--- src/dcache_pkg.sv ---
package dcache_pkg;

  // Cache geometry
  localparam int DATA_W    = 32;
  localparam int BYTES     = DATA_W / 8;
  localparam int INDEX_W   = 9;
  localparam int TAG_W     = 8;
  localparam int LINES     = 512;

  // Address field positions
  localparam int INDEX_LSB = 2;
  localparam int TAG_LSB   = INDEX_LSB + INDEX_W;
  localparam int CACHED_W  = TAG_LSB + TAG_W;

  // Main memory window holding the cached region
  localparam logic [31:0] MEM_BASE = 32'h4000_0000;

  typedef enum logic [2:0] {
    ST_IDLE,
    ST_LOOKUP,
    ST_STORE_WRITE,
    ST_MEM_READ,
    ST_MEM_WRITE,
    ST_DONE
  } cache_state_e;

  typedef struct packed {
    logic [TAG_W-1:0]  tag;
    logic [DATA_W-1:0] data;
  } line_entry_t;

endpackage

--- src/cache_req_if.sv ---
`timescale 1ns/1ps

interface cache_req_if import dcache_pkg::*; ();
  logic               req_valid;
  logic               is_write;
  logic [TAG_W-1:0]   tag;
  logic [INDEX_W-1:0] index;
  logic [BYTES-1:0]   mask;
  logic [DATA_W-1:0]  wdata;
  logic [31:0]        full_addr;

  // Back from the controller
  logic               busy;
  logic [DATA_W-1:0]  rdata_load;

  modport cpu_side (
    output req_valid, is_write, tag, index, mask, wdata, full_addr,
    input  busy, rdata_load
  );

  modport ctrl_side (
    input  req_valid, is_write, tag, index, mask, wdata, full_addr,
    output busy, rdata_load
  );
endinterface

--- src/lsu_port.sv ---
`timescale 1ns/1ps

module lsu_port import dcache_pkg::*; (
  input  logic              clk_i,
  input  logic              rst_i,
  input  logic              sel_i,
  input  logic              write_i,
  input  logic [BYTES-1:0]  mask_i,
  input  logic [31:0]       addr_i,
  input  logic [DATA_W-1:0] wdata_i,
  output logic [DATA_W-1:0] load_data_o,
  output logic              stall_o,
  cache_req_if.cpu_side     req
);

  logic              held_r;
  logic              done_r;
  logic              write_r;
  logic [BYTES-1:0]  mask_r;
  logic [31:0]       addr_r;
  logic [DATA_W-1:0] wdata_r;
  logic              capture;
  logic              finish;
  logic [31:0]       cur_addr;

  // done_r masks the old request still on the pins in the cycle after completion
  assign capture  = sel_i && !held_r && !done_r;
  assign finish   = held_r && !req.busy;
  assign cur_addr = held_r ? addr_r : addr_i;

  assign req.req_valid = held_r || capture;
  assign req.is_write  = held_r ? write_r : write_i;
  assign req.mask      = held_r ? mask_r : mask_i;
  assign req.wdata     = held_r ? wdata_r : wdata_i;
  assign req.full_addr = cur_addr;
  assign req.tag       = cur_addr[TAG_LSB +: TAG_W];
  assign req.index     = cur_addr[INDEX_LSB +: INDEX_W];

  assign stall_o = req.busy || held_r;

  always_ff @(posedge clk_i) begin
    if (rst_i) begin
      held_r <= 1'b0;
      done_r <= 1'b0;
    end else begin
      done_r <= 1'b0;
      if (capture) begin
        held_r <= 1'b1;
      end else if (finish) begin
        held_r <= 1'b0;
        done_r <= 1'b1;
      end
    end
  end

  always_ff @(posedge clk_i) begin
    if (capture) begin
      write_r <= write_i;
      mask_r  <= mask_i;
      addr_r  <= addr_i;
      wdata_r <= wdata_i;
    end
    if (finish && !write_r) begin
      load_data_o <= req.rdata_load;
    end
  end

endmodule

--- src/flat_wrapper.sv ---
// flat-port wrapper written by rule: the top's interface ports become plain ports
module lsu_port_flat import dcache_pkg::*;
  (clk_i, rst_i, sel_i, write_i, mask_i, addr_i, wdata_i, load_data_o, stall_o, req_req_valid, req_is_write, req_tag, req_index, req_mask, req_wdata, req_full_addr, req_busy, req_rdata_load);
  cache_req_if req_i ();
  input  logic clk_i;
  input  logic rst_i;
  input  logic sel_i;
  input  logic write_i;
  input  logic [BYTES-1:0] mask_i;
  input  logic [31:0] addr_i;
  input  logic [DATA_W-1:0] wdata_i;
  output logic [DATA_W-1:0] load_data_o;
  output logic stall_o;
  output wire logic [$bits(req_i.req_valid)-1:0] req_req_valid;
  output wire logic [$bits(req_i.is_write)-1:0] req_is_write;
  output wire logic [$bits(req_i.tag)-1:0] req_tag;
  output wire logic [$bits(req_i.index)-1:0] req_index;
  output wire logic [$bits(req_i.mask)-1:0] req_mask;
  output wire logic [$bits(req_i.wdata)-1:0] req_wdata;
  output wire logic [$bits(req_i.full_addr)-1:0] req_full_addr;
  input wire logic [$bits(req_i.busy)-1:0] req_busy;
  input wire logic [$bits(req_i.rdata_load)-1:0] req_rdata_load;
  assign req_req_valid = req_i.req_valid;
  assign req_is_write = req_i.is_write;
  assign req_tag = req_i.tag;
  assign req_index = req_i.index;
  assign req_mask = req_i.mask;
  assign req_wdata = req_i.wdata;
  assign req_full_addr = req_i.full_addr;
  assign req_i.busy = req_busy;
  assign req_i.rdata_load = req_rdata_load;
  lsu_port u_core (.clk_i(clk_i), .rst_i(rst_i), .sel_i(sel_i), .write_i(write_i), .mask_i(mask_i), .addr_i(addr_i), .wdata_i(wdata_i), .load_data_o(load_data_o), .stall_o(stall_o), .req(req_i));
endmodule
--- config.mk ---
export PLATFORM = sky130hd
export DESIGN_NAME = lsu_port_flat
export DESIGN_NICKNAME = d
export VERILOG_FILES = /design/src/dcache_pkg.sv /design/src/cache_req_if.sv /design/src/lsu_port.sv /design/src/flat_wrapper.sv
export SDC_FILE = /design/constraint.sdc
export NUM_CORES = 1
export LEC_CHECK = 0
export BUFFER_PORTS_ARGS = -buffer_cell sky130_fd_sc_hd__buf_2
export CAP_MARGIN = 20
export CORE_AREA = 2 2 101 103
export CTS_CLUSTER_SIZE = 40
export DETAILED_ROUTE_END_ITERATION = 10
export DIE_AREA = 0 0 103 105
export GPL_ROUTABILITY_DRIVEN = 0
export GPL_TIMING_DRIVEN = 0
export HOLD_SLACK_MARGIN = 0.12
export PLACE_DENSITY = 0.84
export SLEW_MARGIN = 20
export SYNTH_ARGS = -nofsm -noshare
export SYNTH_HDL_FRONTEND = slang
export SYNTH_SLANG_ARGS = --single-unit
--- constraint.sdc ---
create_clock -name clk_i -period 4.3 [get_ports clk_i]
set_input_delay 0.215 -clock clk_i [delete_from_list [all_inputs] [get_ports clk_i]]
set_output_delay 0.215 -clock clk_i [all_outputs]
set_load 0.005 [all_outputs]
==> Flow_metrics.wiki <==
{| class="wikitable"
! Metric !! Value
|-
| Clock latency at the later pin of the worst-skew pair || 360 ps
|-
| Buffers on Ports || 224
|-
| Mapped Avg Cell Area || 20.66 um^2
|-
| Number of buffers created by CTS || 9
|-
| Residual antenna-violating net count after detailed routing || 0
|-
| Routed length on met3 || 923 um
|-
| Tightest Hold Check Type || input pin to register
|-
| Category of the most critical setup path || register to output pin
|-
| Pre-CTS worst setup slack || 2476 ps
|-
| Clock skew after layout || 8.632 ps
|-
| Detailed router's first-iteration violation count || 116
|-
| Slack of the worst reg-to-reg path || 2450 ps
|-
| Final antenna diode count || 0
|-
| Total wire length || 11,850 um
|-
| Critical path peak fanout || 10
|-
| Maximum frequency from static timing analysis || 524.3 MHz
|-
| Total power consumption of the routed design || 2211 uW
|-
| Count of synthesis-stage warnings from yosys || 0
|-
| Post-synth design cell area || 0.004257 mm^2
|-
| Number of gates resized after cts || 0
|-
| Number of buffers between clock root and the deepest sink || 2
|-
| Width of the die || 103 um
|-
| Final WS setup || 2393 ps
|-
| Most used cells in the layout excluding fill and tap cells || buf_2, dlygate4sd3_1, edfxtp_1
|-
| Number of antenna violations at the first check in global routing || 0
|-
| Critical Path RT || 4090 ps
|-
| Via count of the first global-routing pass || 3,436
|-
| Worst R2R Start || u_core.held_r
|-
| Root buffer cell || clkbuf_8
|-
| Global-route wire length before repair || 17,060 um
|-
| Beginning of the worst hold path || sel_i
|-
| Final hold violations || 0
|-
| Number of nets at the end of the flow || 652
|-
| Routed via count divided by cell count || 4.696
|-
| Cell types occupying the most area after synthesis || edfxtp_1, mux2_4, mux2_2
|-
| Most common library cell in the layout ignoring fill and taps || buf_2
|-
| Ratio of cells with drive above 1 in the final layout || 60.44%
|-
| Initial standard-cell utilization of the core || 44.16%
|-
| Placeable core region || 0.009639 mm^2
|-
| Uppermost routed layer || met4
|-
| Met2 WL post-DR || 6378 um
|-
| H-Tree Level Count || 3
|-
| Synthesized netlist net count || 311
|-
| Number of top-level pins || 225
|-
| Worst setup path start || u_core.held_r
|-
| Critical path data arrival time || 1690 ps
|-
| Syn Inst Count || 206
|-
| Share of Yosys cell area claimed by the top area cell type || 71.25%
|-
| Routed len/inst || 17.32 um
|-
| Largest area contributor in the synthesized netlist || edfxtp_1
|-
| RSZ-0062 raised after global routing || no
|-
| Slew of the pin with the lowest slew margin || 753.8 ps
|-
| Leakage power of the design || 0.002959 uW
|-
| Crit start category || register
|-
| Element type at the critical path end || output pin
|-
| Power density relative to cell area || 323.4 mW/mm^2
|-
| Max-cap violations || 0
|-
| DRC || 0
|-
| Clock transition at path regs || 90 ps
|-
| Outcome || complete, no violations
|-
| Clock sink total || 103
|-
| Total via count after detailed routing || 3,212
|-
| Count of cell types in the netlist || 13
|-
| Number of register bits inferred by synthesis || 103
|-
| # rows || 36
|-
| TritonCTS clock tree || done
|-
| DRT met1 WL || 4249 um
|-
| Crit share post-route || 44.35%
|-
| Die area || 0.01082 mm^2
|-
| Setup violation total in the final timing report || 0
|-
| Overflow after GRT || 0
|-
| Total iterations of the first detailed-routing run || 4
|-
| Synth-to-layout area growth || 60.58%
|-
| Final Critical Period || 1907 ps
|-
| Proportion of synthesized chip area in sequential cells || 72.19%
|-
| All-layer global routing usage || 21.34%
|-
| Detailed placer's ending HPWL || 6920 um
|-
| Die height || 105 um
|-
| Maximum number of pins on one net before global-route repair || 33
|-
| Worst relative slew slack || 49.63%
|-
| Final number of max-transition violations || 0
|-
| Peak ir drop on the vdd network || 251.9 uV
|}
==> synth_stat cells (all sizes together) <==
library cell,n
o31ai,1
nor2,3
buf,25
dfxtp,2
mux2,69
nand2b,3
nand3b,1
edfxtp,101
or2,1
==> critical path, stage by stage, from the launching register on <==
cell	delay [ps]
dfxtp_1	370
buf_6	190
buf_6	190
mux2_4	330
buf_4	130
buf_2	120
==> report_power, final <==
group          internal (uW)  switching [uW]
Sequential              1170            17.3
Combinational            274             175
Clock                    263             314
Total                   1700             507
==> cells by family after synthesis <==
kind of cell	count (synthesis)	share of synthesized area, %
and+or+nand+nor	8	1.029
DFF	103	72.19
buffers and inverters	25	4.821
muxes	69	21.78
AOI/OAI and AO/OA	1	0.1764
==> area by class of cell <==
cell class / instances / area [um^2]
plain buffers: 25 / 205.2
flip-flops and latches: 103 / 3073
repair buffers: 330 / 2220
clock inverters: 5 / 50.05
well taps: 133 / 166.4
fillers: 621 / 2804
multi-input cells: 78 / 993.5
clock buffers: 10 / 127.6
==> layer usage <==
metal  up-vias  global-route usage, %
li1       1458                      -
met1      1552                  22.39
met2       176                  38.68
met3        26                  5.753
met4         0                  9.774
met5         -                      0
==> flip-flops by register name, summed over array words and instances (netlist names) <==
register            cells
u_core.addr_r          32
u_core.load_data_o     32
u_core.wdata_r         32
u_core.mask_r           4
u_core.done_r           1
u_core.held_r           1
u_core.write_r          1
==> what timing repair did <==
action                    CTS  global route
hold buffers              103             0
buffers inserted            0             0
hold endpoints to repair  103             0
==> per-stage QoR <==
| stage | hold WS, ps | std cells | util [%] | setup TNS, ps | area (um^2) |
|---|---|---|---|---|---|
| 3_5_place_dp | 393.1 | 566 | 58.37 | 0 | 5627 |
| 2_1_floorplan | 287.4 | 206 | - | 0 | 4257 |
| 6_report | 230.1 | 684 | 70.91 | 0 | 6835 |
| 5_1_grt | 264.8 | 684 | 70.91 | 0 | 6835 |
| 4_1_cts | 214.1 | 684 | 70.91 | 0 | 6835 |
| 3_3_place_gp | 391.3 | 563 | 57.52 | -53990 | 5544 |
==> path summary, 6_finish.rpt <==
check                          end  depth (start not counted)
hold / removal       u_core.held_r                          3
hold reg to reg      u_core.held_r                          2
setup reg to reg  u_core.addr_r[5]                          4
setup / recovery      req_index[4]                          5
Power figures use the tool's default switching activity.
