File: src/dcache_pkg.sv
package dcache_pkg;

  // Cache geometry
  localparam int DATA_W    = 32;
  localparam int BYTES     = DATA_W / 8;
  localparam int INDEX_W   = 9;
  localparam int TAG_W     = 8;
  localparam int LINES     = 512;

  // Address field positions
  localparam int INDEX_LSB = 2;
  localparam int TAG_LSB   = INDEX_LSB + INDEX_W;
  localparam int CACHED_W  = TAG_LSB + TAG_W;

  // Main memory window holding the cached region
  localparam logic [31:0] MEM_BASE = 32'h4000_0000;

  typedef enum logic [2:0] {
    ST_IDLE,
    ST_LOOKUP,
    ST_STORE_WRITE,
    ST_MEM_READ,
    ST_MEM_WRITE,
    ST_DONE
  } cache_state_e;

  typedef struct packed {
    logic [TAG_W-1:0]  tag;
    logic [DATA_W-1:0] data;
  } line_entry_t;

endpackage

File: src/mem_req_if.sv
`timescale 1ns/1ps

interface mem_req_if import dcache_pkg::*; ();
  logic              start;
  logic              is_write;
  logic [31:0]       addr;
  logic [DATA_W-1:0] wdata;
  logic              ack;
  logic [DATA_W-1:0] rdata;

  modport ctrl_side (
    output start, is_write, addr, wdata,
    input  ack, rdata
  );

  modport bus_side (
    input  start, is_write, addr, wdata,
    output ack, rdata
  );
endinterface

File: src/mem_port.sv
`timescale 1ns/1ps

module mem_port import dcache_pkg::*; (
  input  logic              clk_i,
  input  logic              rst_i,
  mem_req_if.bus_side       mem,
  output logic              mem_valid_o,
  output logic              mem_we_o,
  output logic [31:0]       mem_addr_o,
  output logic [DATA_W-1:0] mem_wdata_o,
  input  logic [DATA_W-1:0] mem_rdata_i,
  input  logic              mem_ready_i
);

  logic              valid_r;
  logic              ack_r;
  logic              we_r;
  logic [31:0]       addr_r;
  logic [DATA_W-1:0] wdata_r;
  logic [DATA_W-1:0] rdata_r;
  logic              accept;

  assign accept = valid_r && mem_ready_i;

  always_ff @(posedge clk_i) begin
    if (rst_i) begin
      valid_r <= 1'b0;
      ack_r   <= 1'b0;
    end else begin
      ack_r <= 1'b0;
      if (mem.start) begin
        valid_r <= 1'b1;
      end else if (accept) begin
        valid_r <= 1'b0;
        ack_r   <= 1'b1;
      end
    end
  end

  // Request fields frozen from start until accepted
  always_ff @(posedge clk_i) begin
    if (mem.start) begin
      we_r    <= mem.is_write;
      addr_r  <= mem.addr;
      wdata_r <= mem.wdata;
    end
    if (accept) begin
      rdata_r <= mem_rdata_i;
    end
  end

  assign mem_valid_o = valid_r;
  assign mem_we_o    = we_r;
  assign mem_addr_o  = addr_r;
  assign mem_wdata_o = wdata_r;

  assign mem.ack   = ack_r;
  assign mem.rdata = rdata_r;

endmodule

File: src/flat_wrapper.sv
// flat-port wrapper written by rule: the top's interface ports become plain ports
module mem_port_flat import dcache_pkg::*;
  (clk_i, rst_i, mem_valid_o, mem_we_o, mem_addr_o, mem_wdata_o, mem_rdata_i, mem_ready_i, mem_start, mem_is_write, mem_addr, mem_wdata, mem_ack, mem_rdata);
  mem_req_if mem_i ();
  input  logic clk_i;
  input  logic rst_i;
  output logic mem_valid_o;
  output logic mem_we_o;
  output logic [31:0] mem_addr_o;
  output logic [DATA_W-1:0] mem_wdata_o;
  input  logic [DATA_W-1:0] mem_rdata_i;
  input  logic mem_ready_i;
  input wire logic [$bits(mem_i.start)-1:0] mem_start;
  input wire logic [$bits(mem_i.is_write)-1:0] mem_is_write;
  input wire logic [$bits(mem_i.addr)-1:0] mem_addr;
  input wire logic [$bits(mem_i.wdata)-1:0] mem_wdata;
  output wire logic [$bits(mem_i.ack)-1:0] mem_ack;
  output wire logic [$bits(mem_i.rdata)-1:0] mem_rdata;
  assign mem_i.start = mem_start;
  assign mem_i.is_write = mem_is_write;
  assign mem_i.addr = mem_addr;
  assign mem_i.wdata = mem_wdata;
  assign mem_ack = mem_i.ack;
  assign mem_rdata = mem_i.rdata;
  mem_port u_core (.clk_i(clk_i), .rst_i(rst_i), .mem(mem_i), .mem_valid_o(mem_valid_o), .mem_we_o(mem_we_o), .mem_addr_o(mem_addr_o), .mem_wdata_o(mem_wdata_o), .mem_rdata_i(mem_rdata_i), .mem_ready_i(mem_ready_i));
endmodule
File: config.mk
export PLATFORM = sky130hd
export DESIGN_NAME = mem_port_flat
export DESIGN_NICKNAME = d
export VERILOG_FILES = /design/src/dcache_pkg.sv /design/src/mem_req_if.sv /design/src/mem_port.sv /design/src/flat_wrapper.sv
export SDC_FILE = /design/constraint.sdc
export NUM_CORES = 1
export LEC_CHECK = 0
export BUFFER_PORTS_ARGS = -buffer_cell sky130_fd_sc_hd__buf_2
export CORE_MARGIN = 2
export CORE_UTILIZATION = 46
export CTS_BUF_LIST = sky130_fd_sc_hd__clkbuf_8
export DETAILED_ROUTE_END_ITERATION = 10
export HOLD_SLACK_MARGIN = 0.12
export PLACE_DENSITY = 0.87
export SLEW_MARGIN = 20
export SYNTH_ARGS = -nofsm -noshare
export SYNTH_HDL_FRONTEND = slang
export SYNTH_SLANG_ARGS = --single-unit
File: constraint.sdc
create_clock -name clk_i -period 1.7 [get_ports clk_i]
set_input_delay 0.17 -clock clk_i [delete_from_list [all_inputs] [get_ports clk_i]]
set_output_delay 0.17 -clock clk_i [all_outputs]
set_load 0.01 [all_outputs]
==> results of run 1 <==
-- final cells by class --
type | count | area share
well taps | 77 | 0.0183
inverters | 1 | 0.000713
repair buffers | 300 | 0.383
multi-input cells | 4 | 0.00618
clock inverters | 7 | 0.00737
flip-flops and latches | 99 | 0.561
clock buffers | 9 | 0.0235
-- cell usage after synthesis --
cell	instances	area, µm²
nand2b_1	1	6.26
a21oi_1	1	5.00
edfxtp_1	97	2910
inv_1	1	3.75
dfxtp_1	2	40.0
nor3b_2	1	12.5
and2_4	1	8.76
-- path summary, 6_finish.rpt --
kind | cells after the start | slack (ns) | endpoint
max | 3 | 0.47 | u_core.mem.rdata[18]
min | 2 | 0.33 | u_core.mem_wdata_o[25]
max reg2reg | 1 | 0.58 | u_core.mem.rdata[18]
min reg2reg | 2 | 0.52 | u_core.mem_valid_o
-- layout by cell type, fill, tap and decap left out, types with 2 or more instances in the layout --
cell           Yosys  layout
buf_2              0     199
clkbuf_8           0       9
clkinvlp_4         0       3
dfxtp_1            2       2
dlygate4sd3_1      0      99
edfxtp_1          97      97
inv_1              1       4
-- flip-flops by register name (all words and copies together) (netlist names) --
signal,flops
u_core.mem.ack,1
u_core.mem.rdata,32
u_core.mem_addr_o,32
u_core.mem_valid_o,1
u_core.mem_wdata_o,32
u_core.mem_we_o,1
-- where the power goes --
part           leakage (nW)  total (mW)  switching, mW  internal, mW
registers             0.947        2.90         0.0506          2.85
clock network        0.0850        1.26          0.749         0.514
logic                  1.23       0.603          0.270         0.333
-- cell families (layout without fill, tap and decap cells) --
| kind of cell | Yosys count | count (layout) | share of synthesized area |
|---|---|---|---|
| AO/OA/AOI/OAI | 1 | 1 | 0.00167 |
| AND/OR/NAND/NOR | 3 | 3 | 0.00921 |
| flip-flops | 99 | 99 | 0.988 |
| buffers and inverters | 1 | 317 | 0.00125 |
-- routing by layer --
| metal | vias to the layer above | routed length [µm] | GRT usage |
|---|---|---|---|
| met5 | - | 0 | 0 |
| met4 | 0 | 164 | 0.0851 |
| met3 | 15 | 922 | 0.0934 |
| met2 | 185 | 4960 | 0.478 |
| met1 | 1088 | 3240 | 0.285 |
| li1 | 1036 | - | - |
-- metrics by stage --
step	setup slack, ns	hold slack [ns]	util	cells	power (mW)
2_1_floorplan	0.621	0.239	-	104	3.05
3_3_place_gp	0.637	0.346	0.651	382	3.32
3_5_place_dp	0.603	0.348	0.651	382	3.35
4_1_cts	0.512	0.321	0.834	497	4.74
5_1_grt	0.456	0.325	0.834	497	4.94
6_report	0.470	0.330	0.834	497	4.77
==> run summary, run 1 <==
Status: finished clean
Flops & latches, synth: 99
DR vias/cell: 4.68
Unrepaired setup endpoints after global routing: no
Max FO, Critical Path: 33
Fillers: 302
Final net count: 516
Crit path max-delay cell type: dlygate4sd3_1
Crit start category: input port
Num CTS Buffers: 9
FF/Latch Area: 0.00295 mm²
Critical path class: in -> reg
Max Buffers Root-to-Sink: 2
PortBufs: 199
Crit path time final: 1.23 ns
Iteration count of the initial detailed-routing pass: 4
Critical Path Start: mem_ready_i
DRT Wirelength: 9280 µm
Worst VDD drop: 0.667 mV
TritonCTS clock tree: yes
Starting density of the core: 0.473
I/O pin total: 200
Die area: 0.00716 mm²
Drc violations: 0
Setup Viol. Count Final: 0
Synth cell types: 7
Relative slew slack: 0.729
Worst path max stage delay: 0.53 ns
FF-to-FF Start: u_core.mem_valid_o
First-pass GRT wire length: 13600 µm
Postcts setup bufs: 0
Layout Skew: 0.00936 ns
Core box area: 0.00631 mm²
Share of cells above drive strength 1: 0.514
Antenna violations before repair: 0
Hold buffers post-CTS: 99
Post-DRT Antenna Nets: 0
Largest net degree at the start of global routing: 50
Total gr overflow: 0
Mean Syn Cell Area: 28.7 µm²
All-Layer GR Usage: 0.263
Buf/Inv on CP: 2
FP Rows: 29
# diodes: 0
Die Wd: 84.6 µm
Skew-Pair Late Insertion Delay: 0.34 ns
WL/cell: 18.7 µm
Lkg Pwr: 2.26 nW
Multi-input logic area: 32.5 µm²
Fin area: 0.00526 mm²
Hold crit path type: in -> reg
CP endpoint kind: register
Vias in the first global route: 2502
Fin crit share: 0.723
Vias: 2324
Synth warnings: 0
CTS resizes: 0
Die height: 84.6 µm
Max-slew violations: 0
Seq/Total Area, Yosys: 0.988
P&R area growth vs syn: 76.1%
DP Area: 0.00411 mm²
Peak Freq: 813 MHz
Synthesized net count: 205
Clk sink count: 99
DRT iter0 DRCs: 79
Power Density: 906 mW/mm²
Delay-heaviest family, CP: buffers and inverters
Dpl hpwl: 4870 µm
TNS Setup: 0 ns
Final RePlAce weighted congestion: 0.760
Mapped Area: 0.00299 mm²
Critical path arrival: 1.22 ns
Worst slew pin tran: 0.406 ns
Final Hold Fails: 0
Clock transition at path regs: 0.10 ns
Cells after Synth: 104
CP required: 1.69 ns
Max-cap violations: 0
H-Tree Depth: 3
CP cell instances: dlygate4sd3_1 > buf_2 > and2_4
Clock root cell: clkbuf_8
HP Start: mem_start
Power figures use the tool's default switching activity.
==> inputs of run 2 (changes only) <==
--- a/config.mk
+++ b/config.mk
@@ -5,13 +5,14 @@
 export SDC_FILE = /design/constraint.sdc
 export NUM_CORES = 1
 export LEC_CHECK = 0
+export ABC_AREA = 1
 export BUFFER_PORTS_ARGS = -buffer_cell sky130_fd_sc_hd__buf_2
 export CORE_MARGIN = 2
-export CORE_UTILIZATION = 46
+export CORE_UTILIZATION = 43
 export CTS_BUF_LIST = sky130_fd_sc_hd__clkbuf_8
 export DETAILED_ROUTE_END_ITERATION = 10
 export HOLD_SLACK_MARGIN = 0.12
-export PLACE_DENSITY = 0.87
+export PLACE_DENSITY = 0.82
 export SLEW_MARGIN = 20
 export SYNTH_ARGS = -nofsm -noshare
 export SYNTH_HDL_FRONTEND = slang
==> constraint.sdc (replaced) <==
create_clock -name clk_i -period 1.3 [get_ports clk_i]
set_input_delay 0.13 -clock clk_i [delete_from_list [all_inputs] [get_ports clk_i]]
set_output_delay 0.13 -clock clk_i [all_outputs]
set_load 0.01 [all_outputs]
==> run 2 against run 1 <==
Sequential power is 31% higher. Highest routed layer unchanged. Via count is 1.3% lower. Utilization is 4.6 points lower. Critical path type unchanged.
==> run summary, run 2 <==
CP required: 1.34 ns (-0.35 ns)
Max FO, Critical Path: 32 (-3.0%)
Commonest non-fill, non-tap cell in the layout: buf_2
Worst Hold End: u_core.mem.ack
Cells after Synth: 106 (+1.9%)
Worst reg2reg path endpoint: u_core.mem.rdata[1]
Mapped Area: 0.00299 mm² (about the same)
Post-synth EDFFs: 97 (unchanged)
Crit start category: input port
Switching Fraction: 0.217 (-0.00696)
DRT iter0 DRCs: 125 (+58%)
FF-to-FF Start: u_core.mem_valid_o
Crit path time final: 1.11 ns
Total gr overflow: 0 (unchanged)
Clock network power share: 0.291 (+0.026)
I/O pin total: 200 (unchanged)
Post-route setup slack: 0.191 ns (-0.279 ns)
Dominant cell by count in the synthesized netlist: edfxtp_1
Final Hold Fails: 0 (unchanged)
FP Rows: 30 (+3.4%)
Post-DRT Antenna Nets: 0 (unchanged)
Die Wd: 87.4 µm (+3.3%)
Clock transition at path regs: 0.08 ns (-0.02 ns)
Yosys top cell area share: 0.974 (about the same)
Share of cells above drive strength 1: 0.520 (+0.00581)
Combinational group share of total power: 0.122 (-0.004)
Num CTS Buffers: 9 (unchanged)
Worst slew pin tran: 0.350 ns (-0.0566 ns)
Max Buffers Root-to-Sink: 2 (unchanged)
Synth cell types: 6 (-1)
Switching power: 1.40 mW (+31%)
Final RePlAce weighted congestion: 0.729 (-4.1%)
Die height: 87.4 µm (+3.3%)
Final net count: 519 (+0.58%)
Internal power: 5.05 mW (+37%)
Clock root cell: clkbuf_8
Skew-Pair Late Insertion Delay: 0.34 ns (about the same)
Max-slew violations: 0 (unchanged)
DR vias/cell: 4.56 (-2.5%)
All-Layer GR Usage: 0.227 (-0.0355)
H-Tree Depth: 3 (unchanged)
Hold crit path type: in -> reg
Layout Skew: 0.0125 ns (+0.00310 ns)
DP Area: 0.00414 mm² (+0.76%)
Busiest grt layer: met2
TNS Setup: 0 ns (unchanged)
Commonest cells after routing, fill and taps aside: 199 x buf_2, 99 x dlygate4sd3_1, 97 x edfxtp_1, 9 x clkbuf_8
Iteration count of the initial detailed-routing pass: 4 (unchanged)
CTS resizes: 0 (unchanged)
M2 GR Usage: 0.416 (-0.0622)
CP endpoint kind: register
Setup Viol. Count Final: 0 (unchanged)
Status: finished clean
Asr flop ratio synth: 0 (unchanged)
Vias: 2293 (-1.3%)
Worst R2R Setup Slack: 0.25 ns (-0.33 ns)
Hold Path Cell Cnt: 3 (+1)
First-pass GRT wire length: 12300 µm (-9.3%)
Lkg Pwr: 2.28 nW (+0.90%)
Seq/Total Area, Yosys: 0.987 (about the same)
Commonest cells in the netlist: 97 x edfxtp_1, 3 x inv_1, 2 x dfxtp_1, 2 x nand2_1
Unrepaired setup endpoints after global routing: no
Synth warnings: 0 (unchanged)
Largest net degree at the start of global routing: 40 (-20%)
Drc violations: 0 (unchanged)
Fin area: 0.00532 mm² (+1.1%)
Clk sink count: 99 (unchanged)
Power Density: 1210 mW/mm² (+34%)
M1 GR Usage: 0.237 (-0.0481)
Synthesized net count: 207 (+0.98%)
Main synth FF type: edfxtp_1
Leading cell types by total area after synthesis: edfxtp_1 97%, dfxtp_1 1.3%, inv_1 0.38%, nor3_2 0.33%, a21oi_2 0.29%
Max-cap violations: 0 (unchanged)
Peak Freq: 902 MHz
Starting density of the core: 0.443 (-0.0309)
GR Layer Usage met3: 0.0749 (-0.0185)
Vias in the first global route: 2463 (-1.6%)
Sequential Power Share: 0.587 (-0.022)
DRT Wirelength: 8660 µm (-6.7%)
DP Worst Slack: 0.268 ns (-0.335 ns)
Final core occ: 0.788 (-0.0458)
HP Start: mem_start
R2r worst-path depth: 3 (+2)
Critical path class: in -> reg
Die area: 0.00764 mm² (+6.7%)
WL/cell: 17.2 µm (-7.8%)
Dominant cell type by area after synthesis: edfxtp_1
TritonCTS clock tree: yes
Antenna violations before repair: 0 (unchanged)
Worst VDD drop: 0.936 mV (+40%)
Mean Syn Cell Area: 28.2 µm² (-1.8%)
P&R area growth vs syn: 78.0%
Critical path arrival: 1.15 ns (-0.07 ns)
Fin crit share: 0.853
Dpl hpwl: 4670 µm (-4.0%)
PortBufs: 199 (unchanged)
Flops & latches, synth: 99 (unchanged)
# diodes: 0 (unchanged)
Core box area: 0.00676 mm² (+7.0%)
Total power: 6.45 mW (+35%)
Relative slew slack: 0.767 (+0.0377)
[run 2: power by group through the flow]
| stage | Clock [mW] | Combinational (mW) | Sequential, mW |
|---|---|---|---|
| after floorplan | 0 | 0.0190 | 3.97 |
| after global placement | 0 | 0.520 | 3.84 |
| after detailed placement | 0 | 0.534 | 3.85 |
| after CTS | 1.90 | 0.768 | 3.77 |
| after global routing | 2.03 | 0.842 | 3.81 |
| final | 1.88 | 0.786 | 3.79 |
[run 2: cells by family (layout without fill, tap and decap cells)]
group / count (synthesis) / in the layout / share of synthesized area
AO/OA/AOI/OAI: 1 / 1 / 0.00293
flip-flops: 99 / 99 / 0.987
buffers and inverters: 3 / 320 / 0.00377
AND/OR/NAND/NOR: 3 / 3 / 0.00586
[run 2: worst max path at each step]
stage                                  start  cells past startpoint                   end  slack, ns
final                            mem_ready_i                      5   u_core.mem.rdata[1]       0.19
after global routing             mem_ready_i                      5  u_core.mem.rdata[30]       0.17
after CTS                        mem_ready_i                      6    u_core.mem_valid_o       0.06
after detailed placement  u_core.mem_valid_o                      3  u_core.mem.rdata[25]       0.27
after global placement    u_core.mem_valid_o                      3   u_core.mem.rdata[0]       0.30
after floorplan           u_core.mem_valid_o                      2   u_core.mem.rdata[0]       0.04
[run 2: critical path: stages]
cell	delay [ns]
dlygate4sd3_1	0.53
buf_2	0.12
nand2_2	0.08
clkinvlp_4	0.09
buf_12	0.19
[run 2: through the flow]
step | cells | hold WS [ns]
final | 503 | 0.263
after global routing | 503 | 0.265
after CTS | 504 | 0.237
after detailed placement | 388 | 0.308
after global placement | 388 | 0.306
after floorplan | 106 | 0.192
[run 2: area by class of cell]
type / instances / area [µm²]
inverters: 3 / 15.0
multi-input cells: 4 / 28.8
repair buffers: 301 / 2030
clock inverters: 7 / 67.6
well taps: 80 / 100
flip-flops and latches: 99 / 2950
fillers: 361 / 1430
clock buffers: 9 / 124
[run 2: layer usage]
layer | vias to the layer above | part of all wire
li1 | 1043 | -
met1 | 1066 | 0.34
met4 | 0 | 0.020
met3 | 16 | 0.11
met2 | 168 | 0.52
met5 | - | 0
[run 2: what timing repair did]
| action | in CTS | in global routing |
|---|---|---|
| buffers inserted | 0 | 0 |
| hold endpoints to repair | 99 | 0 |
| hold buffers | 100 | 0 |
| setup endpoints to repair | 0 | 1 |
